===== src/hw/rs_consts.svh =====
/*
 * reservation station constants
 * entry count and field widths for the package and the RTL
 */

`ifndef RS_CONSTS_SVH
`define RS_CONSTS_SVH

// station depth and the index that addresses it
`define RS_ENTRIES 8
`define RS_INDEX_WIDTH 3

// reorder buffer tag, zero means no wait
`define RS_TAG_WIDTH 4

// operand value
`define RS_DATA_WIDTH 32

// operation code passed through to the functional unit
`define RS_OP_WIDTH 4

`endif


===== src/hw/rs_pkg.sv =====
/*
 * reservation station types
 * vector typedefs for tags, values, opcodes, masks and credits,
 * plus the state encoding of one station entry
 */

`default_nettype none

`include "rs_consts.svh"

package rs_pkg;

    // field vectors
    typedef logic [`RS_TAG_WIDTH-1:0]   rs_tag_t;
    typedef logic [`RS_DATA_WIDTH-1:0]  rs_data_t;
    typedef logic [`RS_OP_WIDTH-1:0]    rs_op_t;
    typedef logic [`RS_INDEX_WIDTH-1:0] rs_index_t;

    // one bit per entry: load, busy, ready, grant
    typedef logic [`RS_ENTRIES-1:0]     rs_mask_t;

    // 0 to RS_ENTRIES credits, one extra bit
    typedef logic [`RS_INDEX_WIDTH:0]   rs_credit_t;

    typedef enum logic [1:0] {ENTRY_FREE, ENTRY_WAIT, ENTRY_READY} entry_state_e;

endpackage

`default_nettype wire


===== src/hw/rs_dispatch.sv =====
/*
 * dispatch control
 * steers a new instruction into the lowest free entry, returns one
 * credit per freed entry, flags a dispatch that found no room
 */

`timescale 1ns/1ps
`default_nettype none

`include "rs_consts.svh"

module rs_dispatch (
    input  logic             clock,
    input  logic             reset,
    input  logic             dispatch_valid,
    input  rs_pkg::rs_mask_t entry_busy,
    input  rs_pkg::rs_mask_t entry_grant,
    output rs_pkg::rs_mask_t entry_load,
    output logic             credit_return,
    output logic             dispatch_overflow
);
    import rs_pkg::*;

    rs_mask_t free_mask;
    logic     slot_found;

    assign free_mask = ~entry_busy;

    // lowest free entry wins, only one load bit at a time
    always_comb begin
        entry_load = '0;
        slot_found = 1'b0;
        for (int i = 0; i < `RS_ENTRIES; i++) begin
            if (!slot_found && free_mask[i]) begin
                slot_found    = 1'b1;
                entry_load[i] = dispatch_valid;
            end
        end
    end

    ////////////////////////////////////////////////////////////
    // credits and overflow
    ////////////////////////////////////////////////////////////

    // granted entry frees at the next edge, credit goes back then
    always_ff @(posedge clock) begin
        if (reset) begin
            credit_return     <= 1'b0;
            dispatch_overflow <= 1'b0;
        end else begin
            credit_return <= |entry_grant;
            // sticky, sender dispatched without a credit
            if (dispatch_valid && !slot_found)
                dispatch_overflow <= 1'b1;
        end
    end

endmodule

`default_nettype wire


===== src/hw/rs_entry.sv =====
/*
 * one reservation station entry
 * holds an instruction until both operands are known, snoops the
 * data bus for pending tags and reports ready to the issue select
 */

`timescale 1ns/1ps
`default_nettype none

module rs_entry (
    input  logic             clock,
    input  logic             reset,
    input  logic             load,
    input  logic             grant,
    input  rs_pkg::rs_op_t   dispatch_op,
    input  rs_pkg::rs_tag_t  dispatch_dest,
    input  rs_pkg::rs_tag_t  dispatch_src1_tag,
    input  rs_pkg::rs_data_t dispatch_src1_value,
    input  rs_pkg::rs_tag_t  dispatch_src2_tag,
    input  rs_pkg::rs_data_t dispatch_src2_value,
    input  logic             cdb_valid,
    input  rs_pkg::rs_tag_t  cdb_tag,
    input  rs_pkg::rs_data_t cdb_value,
    output logic             busy,
    output logic             ready,
    output rs_pkg::rs_op_t   entry_op,
    output rs_pkg::rs_tag_t  entry_dest,
    output rs_pkg::rs_data_t entry_src1_value,
    output rs_pkg::rs_data_t entry_src2_value
);
    import rs_pkg::*;

    entry_state_e state;
    rs_tag_t      src1_tag;
    rs_tag_t      src2_tag;

    // data bus hits on the incoming dispatch fields
    logic load1_hit;
    logic load2_hit;
    // data bus hits on the held tags
    logic wait1_hit;
    logic wait2_hit;

    assign load1_hit = cdb_valid && (dispatch_src1_tag != '0) && (cdb_tag == dispatch_src1_tag);
    assign load2_hit = cdb_valid && (dispatch_src2_tag != '0) && (cdb_tag == dispatch_src2_tag);
    assign wait1_hit = cdb_valid && (state == ENTRY_WAIT) && (src1_tag != '0)
                       && (cdb_tag == src1_tag);
    assign wait2_hit = cdb_valid && (state == ENTRY_WAIT) && (src2_tag != '0)
                       && (cdb_tag == src2_tag);

    assign busy  = (state != ENTRY_FREE);
    assign ready = (state == ENTRY_READY);

    ////////////////////////////////////////////////////////////
    // entry state
    ////////////////////////////////////////////////////////////
    always_ff @(posedge clock) begin
        if (reset) begin
            state <= ENTRY_FREE;
        end else begin
            case (state)
                ENTRY_FREE:
                    if (load) begin
                        // ready right away if nothing is left to wait on
                        if ((dispatch_src1_tag == '0 || load1_hit) &&
                            (dispatch_src2_tag == '0 || load2_hit))
                            state <= ENTRY_READY;
                        else
                            state <= ENTRY_WAIT;
                    end
                ENTRY_WAIT:
                    if ((src1_tag == '0 || wait1_hit) && (src2_tag == '0 || wait2_hit))
                        state <= ENTRY_READY;
                // granted entry frees at the next edge
                ENTRY_READY:
                    if (grant)
                        state <= ENTRY_FREE;
                default:
                    state <= ENTRY_FREE;
            endcase
        end
    end

    ////////////////////////////////////////////////////////////
    // payload, written on load or on a bus match
    ////////////////////////////////////////////////////////////
    always_ff @(posedge clock) begin
        if (load) begin
            entry_op         <= dispatch_op;
            entry_dest       <= dispatch_dest;
            src1_tag         <= load1_hit ? '0 : dispatch_src1_tag;
            src2_tag         <= load2_hit ? '0 : dispatch_src2_tag;
            entry_src1_value <= load1_hit ? cdb_value : dispatch_src1_value;
            entry_src2_value <= load2_hit ? cdb_value : dispatch_src2_value;
        end else begin
            if (wait1_hit) begin
                src1_tag         <= '0;
                entry_src1_value <= cdb_value;
            end
            if (wait2_hit) begin
                src2_tag         <= '0;
                entry_src2_value <= cdb_value;
            end
        end
    end

endmodule

`default_nettype wire


===== src/hw/rs_issue_select.sv =====
/*
 * issue select
 * round-robin pick of one ready entry per cycle, drives its fields
 * to the functional unit and its grant back to the entries
 */

`timescale 1ns/1ps
`default_nettype none

`include "rs_consts.svh"

module rs_issue_select (
    input  logic                                 clock,
    input  logic                                 reset,
    input  rs_pkg::rs_mask_t                     entry_ready,
    input  rs_pkg::rs_op_t   [`RS_ENTRIES-1:0]   entry_op,
    input  rs_pkg::rs_tag_t  [`RS_ENTRIES-1:0]   entry_dest,
    input  rs_pkg::rs_data_t [`RS_ENTRIES-1:0]   entry_src1_value,
    input  rs_pkg::rs_data_t [`RS_ENTRIES-1:0]   entry_src2_value,
    output rs_pkg::rs_mask_t                     entry_grant,
    output logic                                 issue_valid,
    output rs_pkg::rs_op_t                       issue_op,
    output rs_pkg::rs_tag_t                      issue_dest,
    output rs_pkg::rs_data_t                     issue_src1_value,
    output rs_pkg::rs_data_t                     issue_src2_value
);
    import rs_pkg::*;

    rs_index_t rr_ptr;
    rs_index_t scan_index;
    rs_index_t grant_index;
    logic      grant_found;

    // first ready entry at or after the pointer
    // index wraps on its own, entry count is a power of two
    always_comb begin
        grant_found = 1'b0;
        grant_index = rr_ptr;
        scan_index  = rr_ptr;
        for (int i = 0; i < `RS_ENTRIES; i++) begin
            scan_index = rr_ptr + rs_index_t'(i);
            if (!grant_found && entry_ready[scan_index]) begin
                grant_found = 1'b1;
                grant_index = scan_index;
            end
        end
    end

    assign entry_grant = grant_found ? (rs_mask_t'(1) << grant_index) : '0;

    // issue port, straight from the winning entry's registers
    assign issue_valid      = grant_found;
    assign issue_op         = entry_op[grant_index];
    assign issue_dest       = entry_dest[grant_index];
    assign issue_src1_value = entry_src1_value[grant_index];
    assign issue_src2_value = entry_src2_value[grant_index];

    // pointer moves one past the winner
    always_ff @(posedge clock) begin
        if (reset)
            rr_ptr <= '0;
        else if (grant_found)
            rr_ptr <= grant_index + rs_index_t'(1);
    end

endmodule

`default_nettype wire


===== src/hw/rs_top.sv =====
/*
 * reservation station top
 * dispatch control, the entry array and the issue select
 */

`timescale 1ns/1ps
`default_nettype none

`include "rs_consts.svh"

module rs_top (
    input  logic             clock,
    input  logic             reset,
    input  logic             dispatch_valid,
    input  rs_pkg::rs_op_t   dispatch_op,
    input  rs_pkg::rs_tag_t  dispatch_dest,
    input  rs_pkg::rs_tag_t  dispatch_src1_tag,
    input  rs_pkg::rs_data_t dispatch_src1_value,
    input  rs_pkg::rs_tag_t  dispatch_src2_tag,
    input  rs_pkg::rs_data_t dispatch_src2_value,
    input  logic             cdb_valid,
    input  rs_pkg::rs_tag_t  cdb_tag,
    input  rs_pkg::rs_data_t cdb_value,
    output logic             issue_valid,
    output rs_pkg::rs_op_t   issue_op,
    output rs_pkg::rs_tag_t  issue_dest,
    output rs_pkg::rs_data_t issue_src1_value,
    output rs_pkg::rs_data_t issue_src2_value,
    output logic             credit_return,
    output logic             dispatch_overflow
);
    import rs_pkg::*;

    // per-entry control
    rs_mask_t entry_load;
    rs_mask_t entry_busy;
    rs_mask_t entry_ready;
    rs_mask_t entry_grant;

    // per-entry fields toward issue select
    rs_op_t   [`RS_ENTRIES-1:0] entry_op;
    rs_tag_t  [`RS_ENTRIES-1:0] entry_dest;
    rs_data_t [`RS_ENTRIES-1:0] entry_src1_value;
    rs_data_t [`RS_ENTRIES-1:0] entry_src2_value;

    rs_dispatch u_dispatch (
        .clock             (clock),
        .reset             (reset),
        .dispatch_valid    (dispatch_valid),
        .entry_busy        (entry_busy),
        .entry_grant       (entry_grant),
        .entry_load        (entry_load),
        .credit_return     (credit_return),
        .dispatch_overflow (dispatch_overflow)
    );

    ////////////////////////////////////////////////////////////
    // entry array, dispatch fields and data bus are shared
    ////////////////////////////////////////////////////////////
    for (genvar g = 0; g < `RS_ENTRIES; g++) begin : g_entry
        rs_entry u_entry (
            .clock               (clock),
            .reset               (reset),
            .load                (entry_load[g]),
            .grant               (entry_grant[g]),
            .dispatch_op         (dispatch_op),
            .dispatch_dest       (dispatch_dest),
            .dispatch_src1_tag   (dispatch_src1_tag),
            .dispatch_src1_value (dispatch_src1_value),
            .dispatch_src2_tag   (dispatch_src2_tag),
            .dispatch_src2_value (dispatch_src2_value),
            .cdb_valid           (cdb_valid),
            .cdb_tag             (cdb_tag),
            .cdb_value           (cdb_value),
            .busy                (entry_busy[g]),
            .ready               (entry_ready[g]),
            .entry_op            (entry_op[g]),
            .entry_dest          (entry_dest[g]),
            .entry_src1_value    (entry_src1_value[g]),
            .entry_src2_value    (entry_src2_value[g])
        );
    end

    rs_issue_select u_issue_select (
        .clock            (clock),
        .reset            (reset),
        .entry_ready      (entry_ready),
        .entry_op         (entry_op),
        .entry_dest       (entry_dest),
        .entry_src1_value (entry_src1_value),
        .entry_src2_value (entry_src2_value),
        .entry_grant      (entry_grant),
        .issue_valid      (issue_valid),
        .issue_op         (issue_op),
        .issue_dest       (issue_dest),
        .issue_src1_value (issue_src1_value),
        .issue_src2_value (issue_src2_value)
    );

endmodule

`default_nettype wire


===== config.mk =====
export PLATFORM = sky130hd
export DESIGN_NAME = rs_top
export DESIGN_NICKNAME = d
export VERILOG_FILES = /design/src/hw/rs_pkg.sv /design/src/hw/rs_dispatch.sv /design/src/hw/rs_entry.sv /design/src/hw/rs_issue_select.sv /design/src/hw/rs_top.sv
export VERILOG_INCLUDE_DIRS = /design/src /design/src/hw
export SDC_FILE = /design/constraint.sdc
export NUM_CORES = 1
export LEC_CHECK = 0
export BUFFER_PORTS_ARGS = -buffer_cell sky130_fd_sc_hd__buf_4
export CAP_MARGIN = 10
export CORE_MARGIN = 2
export CORE_UTILIZATION = 35
export CTS_BUF_LIST = sky130_fd_sc_hd__clkbuf_2
export CTS_CLUSTER_SIZE = 14
export DETAILED_ROUTE_END_ITERATION = 8
export SLEW_MARGIN = 20
export SYNTH_ARGS = -nofsm -noshare
export SYNTH_HDL_FRONTEND = slang
export SYNTH_SLANG_ARGS = --single-unit
export TNS_END_PERCENT = 1

===== constraint.sdc =====
create_clock -name clock -period 5.69 [get_ports clock]
set_input_delay 1.4225 -clock clock [delete_from_list [all_inputs] [get_ports clock]]
set_output_delay 1.4225 -clock clock [all_outputs]
set_load 0.01 [all_outputs]

==> results of run 1 <==
## cell families (layout without fill, tap and decap cells)
family | after synthesis | count (layout) | share of synthesized area [%]
and+or+nand+nor | 320 | 320 | 4.49
DFF | 661 | 661 | 56.5
other | 0 | 5 | 0
AOI/OAI and AO/OA | 91 | 91 | 1.89
xor gates and xnor gates | 63 | 63 | 1.61
buffers and inverters | 189 | 643 | 3.02
muxes | 1040 | 1040 | 32.4
adders and majority gates | 3 | 3 | 0.108
## cell usage after synthesis (all sizes together), types with 10 or more instances
cell	instances	area (um^2)
clkbuf	61	230
inv	16	60.1
nor4	20	125
xor2	27	236
o41ai	11	104
xnor2	36	323
nand2b	11	68.8
nand3	16	80.1
nor2	108	405
buf	112	758
nand3b	11	90.1
edfxtp	640	19200
nor2b	12	75.1
mux2	587	6610
dfxtp	21	420
nor3	39	200
o21ai	10	50.1
nand2	68	258
a21oi	25	125
mux2i	444	4440
## power breakdown
group | internal [W] | switching, W
registers | 0.00559 | 0.0000774
logic | 0.00225 | 0.00214
clock network | 0.00126 | 0.00199
## per-stage QoR
| step | utilization, % | setup WS [ns] |
|---|---|---|
| after floorplan | - | 0.794 |
| after global placement | 38.4 | 0.306 |
| after detailed placement | 38.4 | 0.204 |
| after CTS | 41.3 | -0.731 |
| after global routing | 41.8 | -0.785 |
| final | 41.8 | -0.582 |
## sequential cells by signal, indices dropped and copies added, names as in the netlist
signal,flops
g_entry.u_entry.src2_tag,32
g_entry.u_entry.entry_op,32
g_entry.u_entry.entry_src1_value,256
g_entry.u_entry.entry_dest,32
u_dispatch.dispatch_overflow,1
g_entry.u_entry.entry_src2_value,256
u_issue_select.rr_ptr,3
g_entry.u_entry.state,16
g_entry.u_entry.src1_tag,32
u_dispatch.credit_return,1
## area by class of cell
type / count / area, um^2
sequential: 661 / 19700
fill: 9147 / 57300
clock buffer: 259 / 1300
multi-input combinational: 1517 / 14700
tap: 1287 / 1610
inverter: 16 / 63.8
clock inverter: 42 / 228
timing repair buffer: 326 / 3590
antenna: 5 / 12.5
## worst max path at each step
| stage | endpoint | slack [ns] | startpoint | cells past startpoint |
|---|---|---|---|---|
| detailed placement | issue_src2_value[3] | 0.20 | u_issue_select.rr_ptr[0] | 13 |
| global route | issue_src1_value[25] | -0.78 | u_issue_select.rr_ptr[0] | 14 |
| CTS | issue_src2_value[3] | -0.73 | u_issue_select.rr_ptr[0] | 13 |
| finish | issue_src2_value[10] | -0.58 | u_issue_select.rr_ptr[0] | 14 |
| floorplan | issue_src1_value[10] | 0.79 | u_issue_select.rr_ptr[0] | 15 |
| global placement | issue_src2_value[26] | 0.31 | u_issue_select.rr_ptr[0] | 12 |
## repair_timing
item                                    CTS  global route
gates cloned                             16            10
hold buffers                              0             0
setup buffers                            37             9
hold endpoints to repair                  0             0
gates resized for setup                 144            87
endpoints found under the setup margin   73            72
pin swaps                                 6             7
## cell usage in the layout, fill, tap and decap left out, types with 6 or more instances in the layout
cell       netlist  routed
edfxtp_1       640     640
buf_12           0      25
buf_6           33      54
a311oi_1         6       6
or3_1            8       8
nand2_4          0       6
nand3b_1         9       9
mux2i_2          0      18
nor4_1          20      20
buf_16           0      20
nor3_1          38      37
xor2_1          27      25
inv_1           16      14
clkbuf_16        0      10
mux2i_1        444     419
nor2_1         108     108
or4_1            6       6
clkbuf_2         1     259
mux2_2         527     483
clkinv_2         0       7
nand2_2          1      25
o21ai_0          8       7
mux4_2           9       9
mux2_1          60      60
dfxtp_2          0       8
mux2_4           0      44
nand3_1         16      15
nand2b_1        11      11
nor2b_1         12       7
mux2i_4          0       7
clkinv_1         0      24
xnor2_1         35      33
nand2_1         67      37
buf_4           15     215
a21oi_1         25      24
o41ai_1         10      10
dfxtp_4          0       9
## layer usage
layer  share of wire (%)  wire length, um  global-route usage [%]
met5               0.086               92                       0
met4                 3.3             3560                    7.85
met3                 5.6             6010                    4.27
met2                  49            52100                    34.4
met1                  42            44900                    25.9
## worst reg2reg max path, cell delays in order, from the launching register on
cell      delay, ns
dfxtp_1        0.49
o221ai_1       0.33
or4_1          0.66
or2_2          0.35
o21bai_1       0.22
nand2b_1       0.39
inv_1          0.30
nand2_2        0.07
buf_4          0.37
mux2_1         0.43
==> flow_summary.ini, run 1 <==
[die]
floorplan.die.height_um = 319
io_pins = 195
floorplan.rows = 115
initial_core_util_pct = 35.3
die-width_um = 319
die-area_mm2 = 0.102
core_mm2 = 0.0984

[hold_path]
min_path_type = in2reg
timing.hold.worst_path_depth = 1
holdCritStartpoint = dispatch_dest[0]
hold_end = g_entry[1].u_entry.entry_dest[0]

[power_and_ir_drop]
max-vdd-ir-drop_mv = 0.194
total_power_w = 0.0133
static-leakage-power_nw = 17.2
power_per_cell_area_mw_per_mm2 = 323

[sta]
worst_slack_ns = -0.582
fin_crit_sh_pct = 110
setup_tns_ns = -37.86
layout_min_cycle_time_ns = 6.27
slew-limit-headroom_pct = 37.2
worst_hold_slack_ns = 0.261
timing.fmax_mhz = 159
setup_violations = 72
timing.clock.skew_ns = 0.142
report.final.hold_viol_count = 0
final-max-slew-violation-count = 0
grt_setup_unrepaired = true
tightest_slew_ns = 0.943

[detailed_routing]
dr.first_iter.drc_count = 1674
drc = 0
detailedRoute.firstPassIterationCount = 5
antenna_violating_nets_post_route = 0
detailroute.via_count = 22100
detail_route.vias_per_cell = 5.36
drt-wirelength-per-cell_um = 25.9
wirelength_um = 107000

[yosys]
ys_seq_elements = 661
ys.flop_type = edfxtp_1
post_synth.cell_area_avg_um2 = 14.7
synth_sequential_area_ratio_pct = 56.5
mappedNetlistNets = 2490
yosys_cell_types = 67
synth_area_mm2 = 0.0348
post_synth_inst_count = 2367
postSynth.asyncResetShare_pct = 0
synth-edff-count = 640
yosysWarningCount = 0

[worst_setup_path]
crit_path_top_delay_cell = mux4_2
worst_r2r_endpoint = g_entry[7].u_entry.entry_src2_value[18]
worst_path_largest_cell_delay_ns = 0.55
worst_r2r_path_depth = 9
endpoint_kind = primary output
timing.critical_path.buf_inv = 7
cp_cell_sequence = clkinvlp_4 > ha_4 > inv_2 > mux4_2 > buf_6 > a221oi_4 > xnor2_4 > buf_12 > buf_16 > clkbuf_16 > mux2i_1 > mux2i_1 > mux2_4 > buf_6
setup.worst_path.class = reg2out
crit-reg2reg-launch = g_entry[1].u_entry.state[1]
cell_type_group_with_the_largest_total_delay_on_the_critical_path = multiplexers
critical_path_peak_fanout = 8
reg2reg_setup_slack_ns = 1.76
worstPathRequired_ns = 4.27
cp.arrival_ns = 4.85
startpoint_class = register

[placed_design]
placed_cell_area_mm2 = 0.0378
buffer_ports.inserted = 194
hpwl_um = 61200
globalplace.congestion = 0.847
post-place-cells = 3743

[grt]
gr_util_all_layers_pct = 20.5
first_pass_grt_wire_length_um = 153000
grt_antenna_before_repair = 11
via_count_of_the_first_global_routing_pass = 23100
gr-total-overflow = 0
pin_count_of_the_biggest_net_entering_global_routing = 43

[clocking]
tritoncts = yes
clock_latency_ns = 1.40
cts_buffers = 177
clkSlewWorstSetupHoldPaths_ns = 0.08
max-clock-path-buffers = 3
htreeDepth = 4
ctsRootBufferMaster = clkbuf_2
sinks_on_clock_net = 661

[outcome]
outcome = finished, violations left
failed_checks = negative setup slack

[final_layout]
nNetsFinal = 2822
final_cell_area_mm2 = 0.0412
area_growth_pct = 18.4
drive_gt1_share_pct = 44.3
layoutNonFillerInstCount = 4113

[flow_run]
timing.max_cap.violations = 0
(Power assumes the default switching activity.)
==> inputs of run 2 (changes only) <==
--- a/config.mk
+++ b/config.mk
@@ -8,11 +8,14 @@
 export LEC_CHECK = 0
 export BUFFER_PORTS_ARGS = -buffer_cell sky130_fd_sc_hd__buf_4
 export CAP_MARGIN = 10
+export CELL_PAD_IN_SITES_DETAIL_PLACEMENT = 1
+export CELL_PAD_IN_SITES_GLOBAL_PLACEMENT = 1
 export CORE_MARGIN = 2
-export CORE_UTILIZATION = 35
+export CORE_UTILIZATION = 25
 export CTS_BUF_LIST = sky130_fd_sc_hd__clkbuf_2
 export CTS_CLUSTER_SIZE = 14
 export DETAILED_ROUTE_END_ITERATION = 8
+export PLACE_DENSITY_LB_ADDON = 0.1
 export SLEW_MARGIN = 20
 export SYNTH_ARGS = -nofsm -noshare
 export SYNTH_HDL_FRONTEND = slang
==> flow_summary.ini, run 2 (same netlist as run 1, synthesis figures left out) <==
[die]
die-area_mm2 = 0.142
initial_core_util_pct = 25.2
io_pins = 195
die-width_um = 377
floorplan.die.height_um = 377
floorplan.rows = 136
core_mm2 = 0.138

[detailed_routing]
detailedRoute.firstPassIterationCount = 5
drt-wirelength-per-cell_um = 26.6
drc = 0
wirelength_um = 128000
detailroute.via_count = 22700
detail_route.vias_per_cell = 4.74
dr.first_iter.drc_count = 996
antenna_violating_nets_post_route = 0

[sta]
setup_violations = 72
worst_slack_ns = -0.868
timing.fmax_mhz = 152
timing.clock.skew_ns = 0.127
final-max-slew-violation-count = 0
slew-limit-headroom_pct = 23.9
grt_setup_unrepaired = true
tightest_slew_ns = 1.14
fin_crit_sh_pct = 115
report.final.hold_viol_count = 0
layout_min_cycle_time_ns = 6.56

[worst_setup_path]
endpoint_kind = primary output
setup.worst_path.class = reg2out
cp_cell_sequence = buf_12 > mux2_4 > mux4_2 > a221oi_4 > xnor2_4 > buf_12 > buf_16 > buf_12 > clkbuf_16 > mux2i_1 > mux2i_1 > mux2_2 > buf_4
worstPathRequired_ns = 4.27
worst_path_largest_cell_delay_ns = 0.60
critical_path_peak_fanout = 8
worst_r2r_path_depth = 10
startpoint_class = register
critical_path.most_common_cell = buf_12
crit_path_top_delay_cell = mux4_2
cp.arrival_ns = 5.14

[clocking]
cts_buffers = 196
clkSlewWorstSetupHoldPaths_ns = 0.11
ctsRootBufferMaster = clkbuf_2
tritoncts = yes
max-clock-path-buffers = 3
sinks_on_clock_net = 661
htreeDepth = 4
clock_latency_ns = 1.67

[flow_run]
timing.max_cap.violations = 0

[grt]
gr-total-overflow = 0
first_pass_grt_wire_length_um = 181000
gr_util_all_layers_pct = 17.8
via_count_of_the_first_global_routing_pass = 24900
grt_antenna_before_repair = 11
pin_count_of_the_biggest_net_entering_global_routing = 39

[placed_design]
hpwl_um = 75200
place_worst_setup_slack_ns = 0.304
globalplace.congestion = 0.766
placed_cell_area_mm2 = 0.0386
buffer_ports.inserted = 194

[hold_path]
min_path_type = in2reg
timing.hold.worst_path_depth = 2

[power_and_ir_drop]
power_per_cell_area_mw_per_mm2 = 322
max-vdd-ir-drop_mv = 0.215
total_power_w = 0.0139
static-leakage-power_nw = 17.8

[final_layout]
nNetsFinal = 2982
largest_registers = g_entry.u_entry.entry_src1_value: 256 flops, g_entry.u_entry.entry_src2_value: 256 flops
fillers = 14600
final_cell_area_mm2 = 0.0431
most_common_cell_after_layout_fill_and_taps_aside = edfxtp_1
area_growth_pct = 23.9
drive_gt1_share_pct = 42.5
layout.core_utilization_pct = 31.3
layout_common_cells = edfxtp_1, mux2_2, mux2i_1

[outcome]
outcome = finished, violations left
failed_checks = negative setup slack
-- run 2: path summary, 6_finish.rpt --
check	startpoint	endpoint	slack (ns)
max reg2reg	g_entry[0].u_entry.state[1]	g_entry[7].u_entry.entry_src2_value[26]	1.21
min reg2reg	u_dispatch.dispatch_overflow	u_dispatch.dispatch_overflow	0.51
max	u_issue_select.rr_ptr[0]	issue_src2_value[20]	-0.87
min	dispatch_src2_value[15]	g_entry[1].u_entry.entry_src2_value[15]	0.26
-- run 2: per-stage QoR --
stage,hold slack (ns),std cells,TNS (ns)
after floorplan,0.505,2367,0
after global placement,0.507,4272,0
after detailed placement,0.513,4272,0
after CTS,0.000244,4768,-82.54
after global routing,0.0514,4800,-84.53
final,0.261,4802,-57.96
-- run 2: critical path, delay by kind of cell, from the launching register on --
kind | cells | cell delay (ns)
AOI/OAI and AO/OA | 1 | 0.45
xor gates and xnor gates | 1 | 0.18
buffers and inverters | 6 | 0.94
DFF | 1 | 0.44
muxes | 5 | 1.50
-- run 2: power by group --
group	internal, W	switching [W]	total (W)
sequential	0.00559	0.0000782	0.00567
clock	0.00149	0.00227	0.00376
combinational	0.00220	0.00224	0.00444
-- run 2: per-layer routing --
metal  share of wire [%]  track usage, %
met5               0.049               0
met4                 2.3            5.03
met3                 3.5            3.43
met2                  51            31.2
met1                  44            22.1
-- run 2: final cells by class --
| class | instances | area, um^2 | area share, % |
|---|---|---|---|
| inverter | 16 | 62.6 | 0.145 |
| clock buffer | 289 | 1450 | 3.36 |
| sequential | 661 | 19700 | 45.6 |
| clock inverter | 46 | 280 | 0.651 |
| tap | 1794 | 2240 | 5.21 |
| multi-input combinational | 1517 | 14500 | 33.6 |
| timing repair buffer | 467 | 4860 | 11.3 |
| antenna | 12 | 30.0 | 0.0697 |
-- run 2: timing repair --
action,in CTS,in global routing
gates resized for setup,69,74
gates cloned,9,12
endpoints found under the hold margin,559,0
endpoints found under the setup margin,73,73
hold buffers,130,0
pin swaps,10,8
buffers inserted,22,13
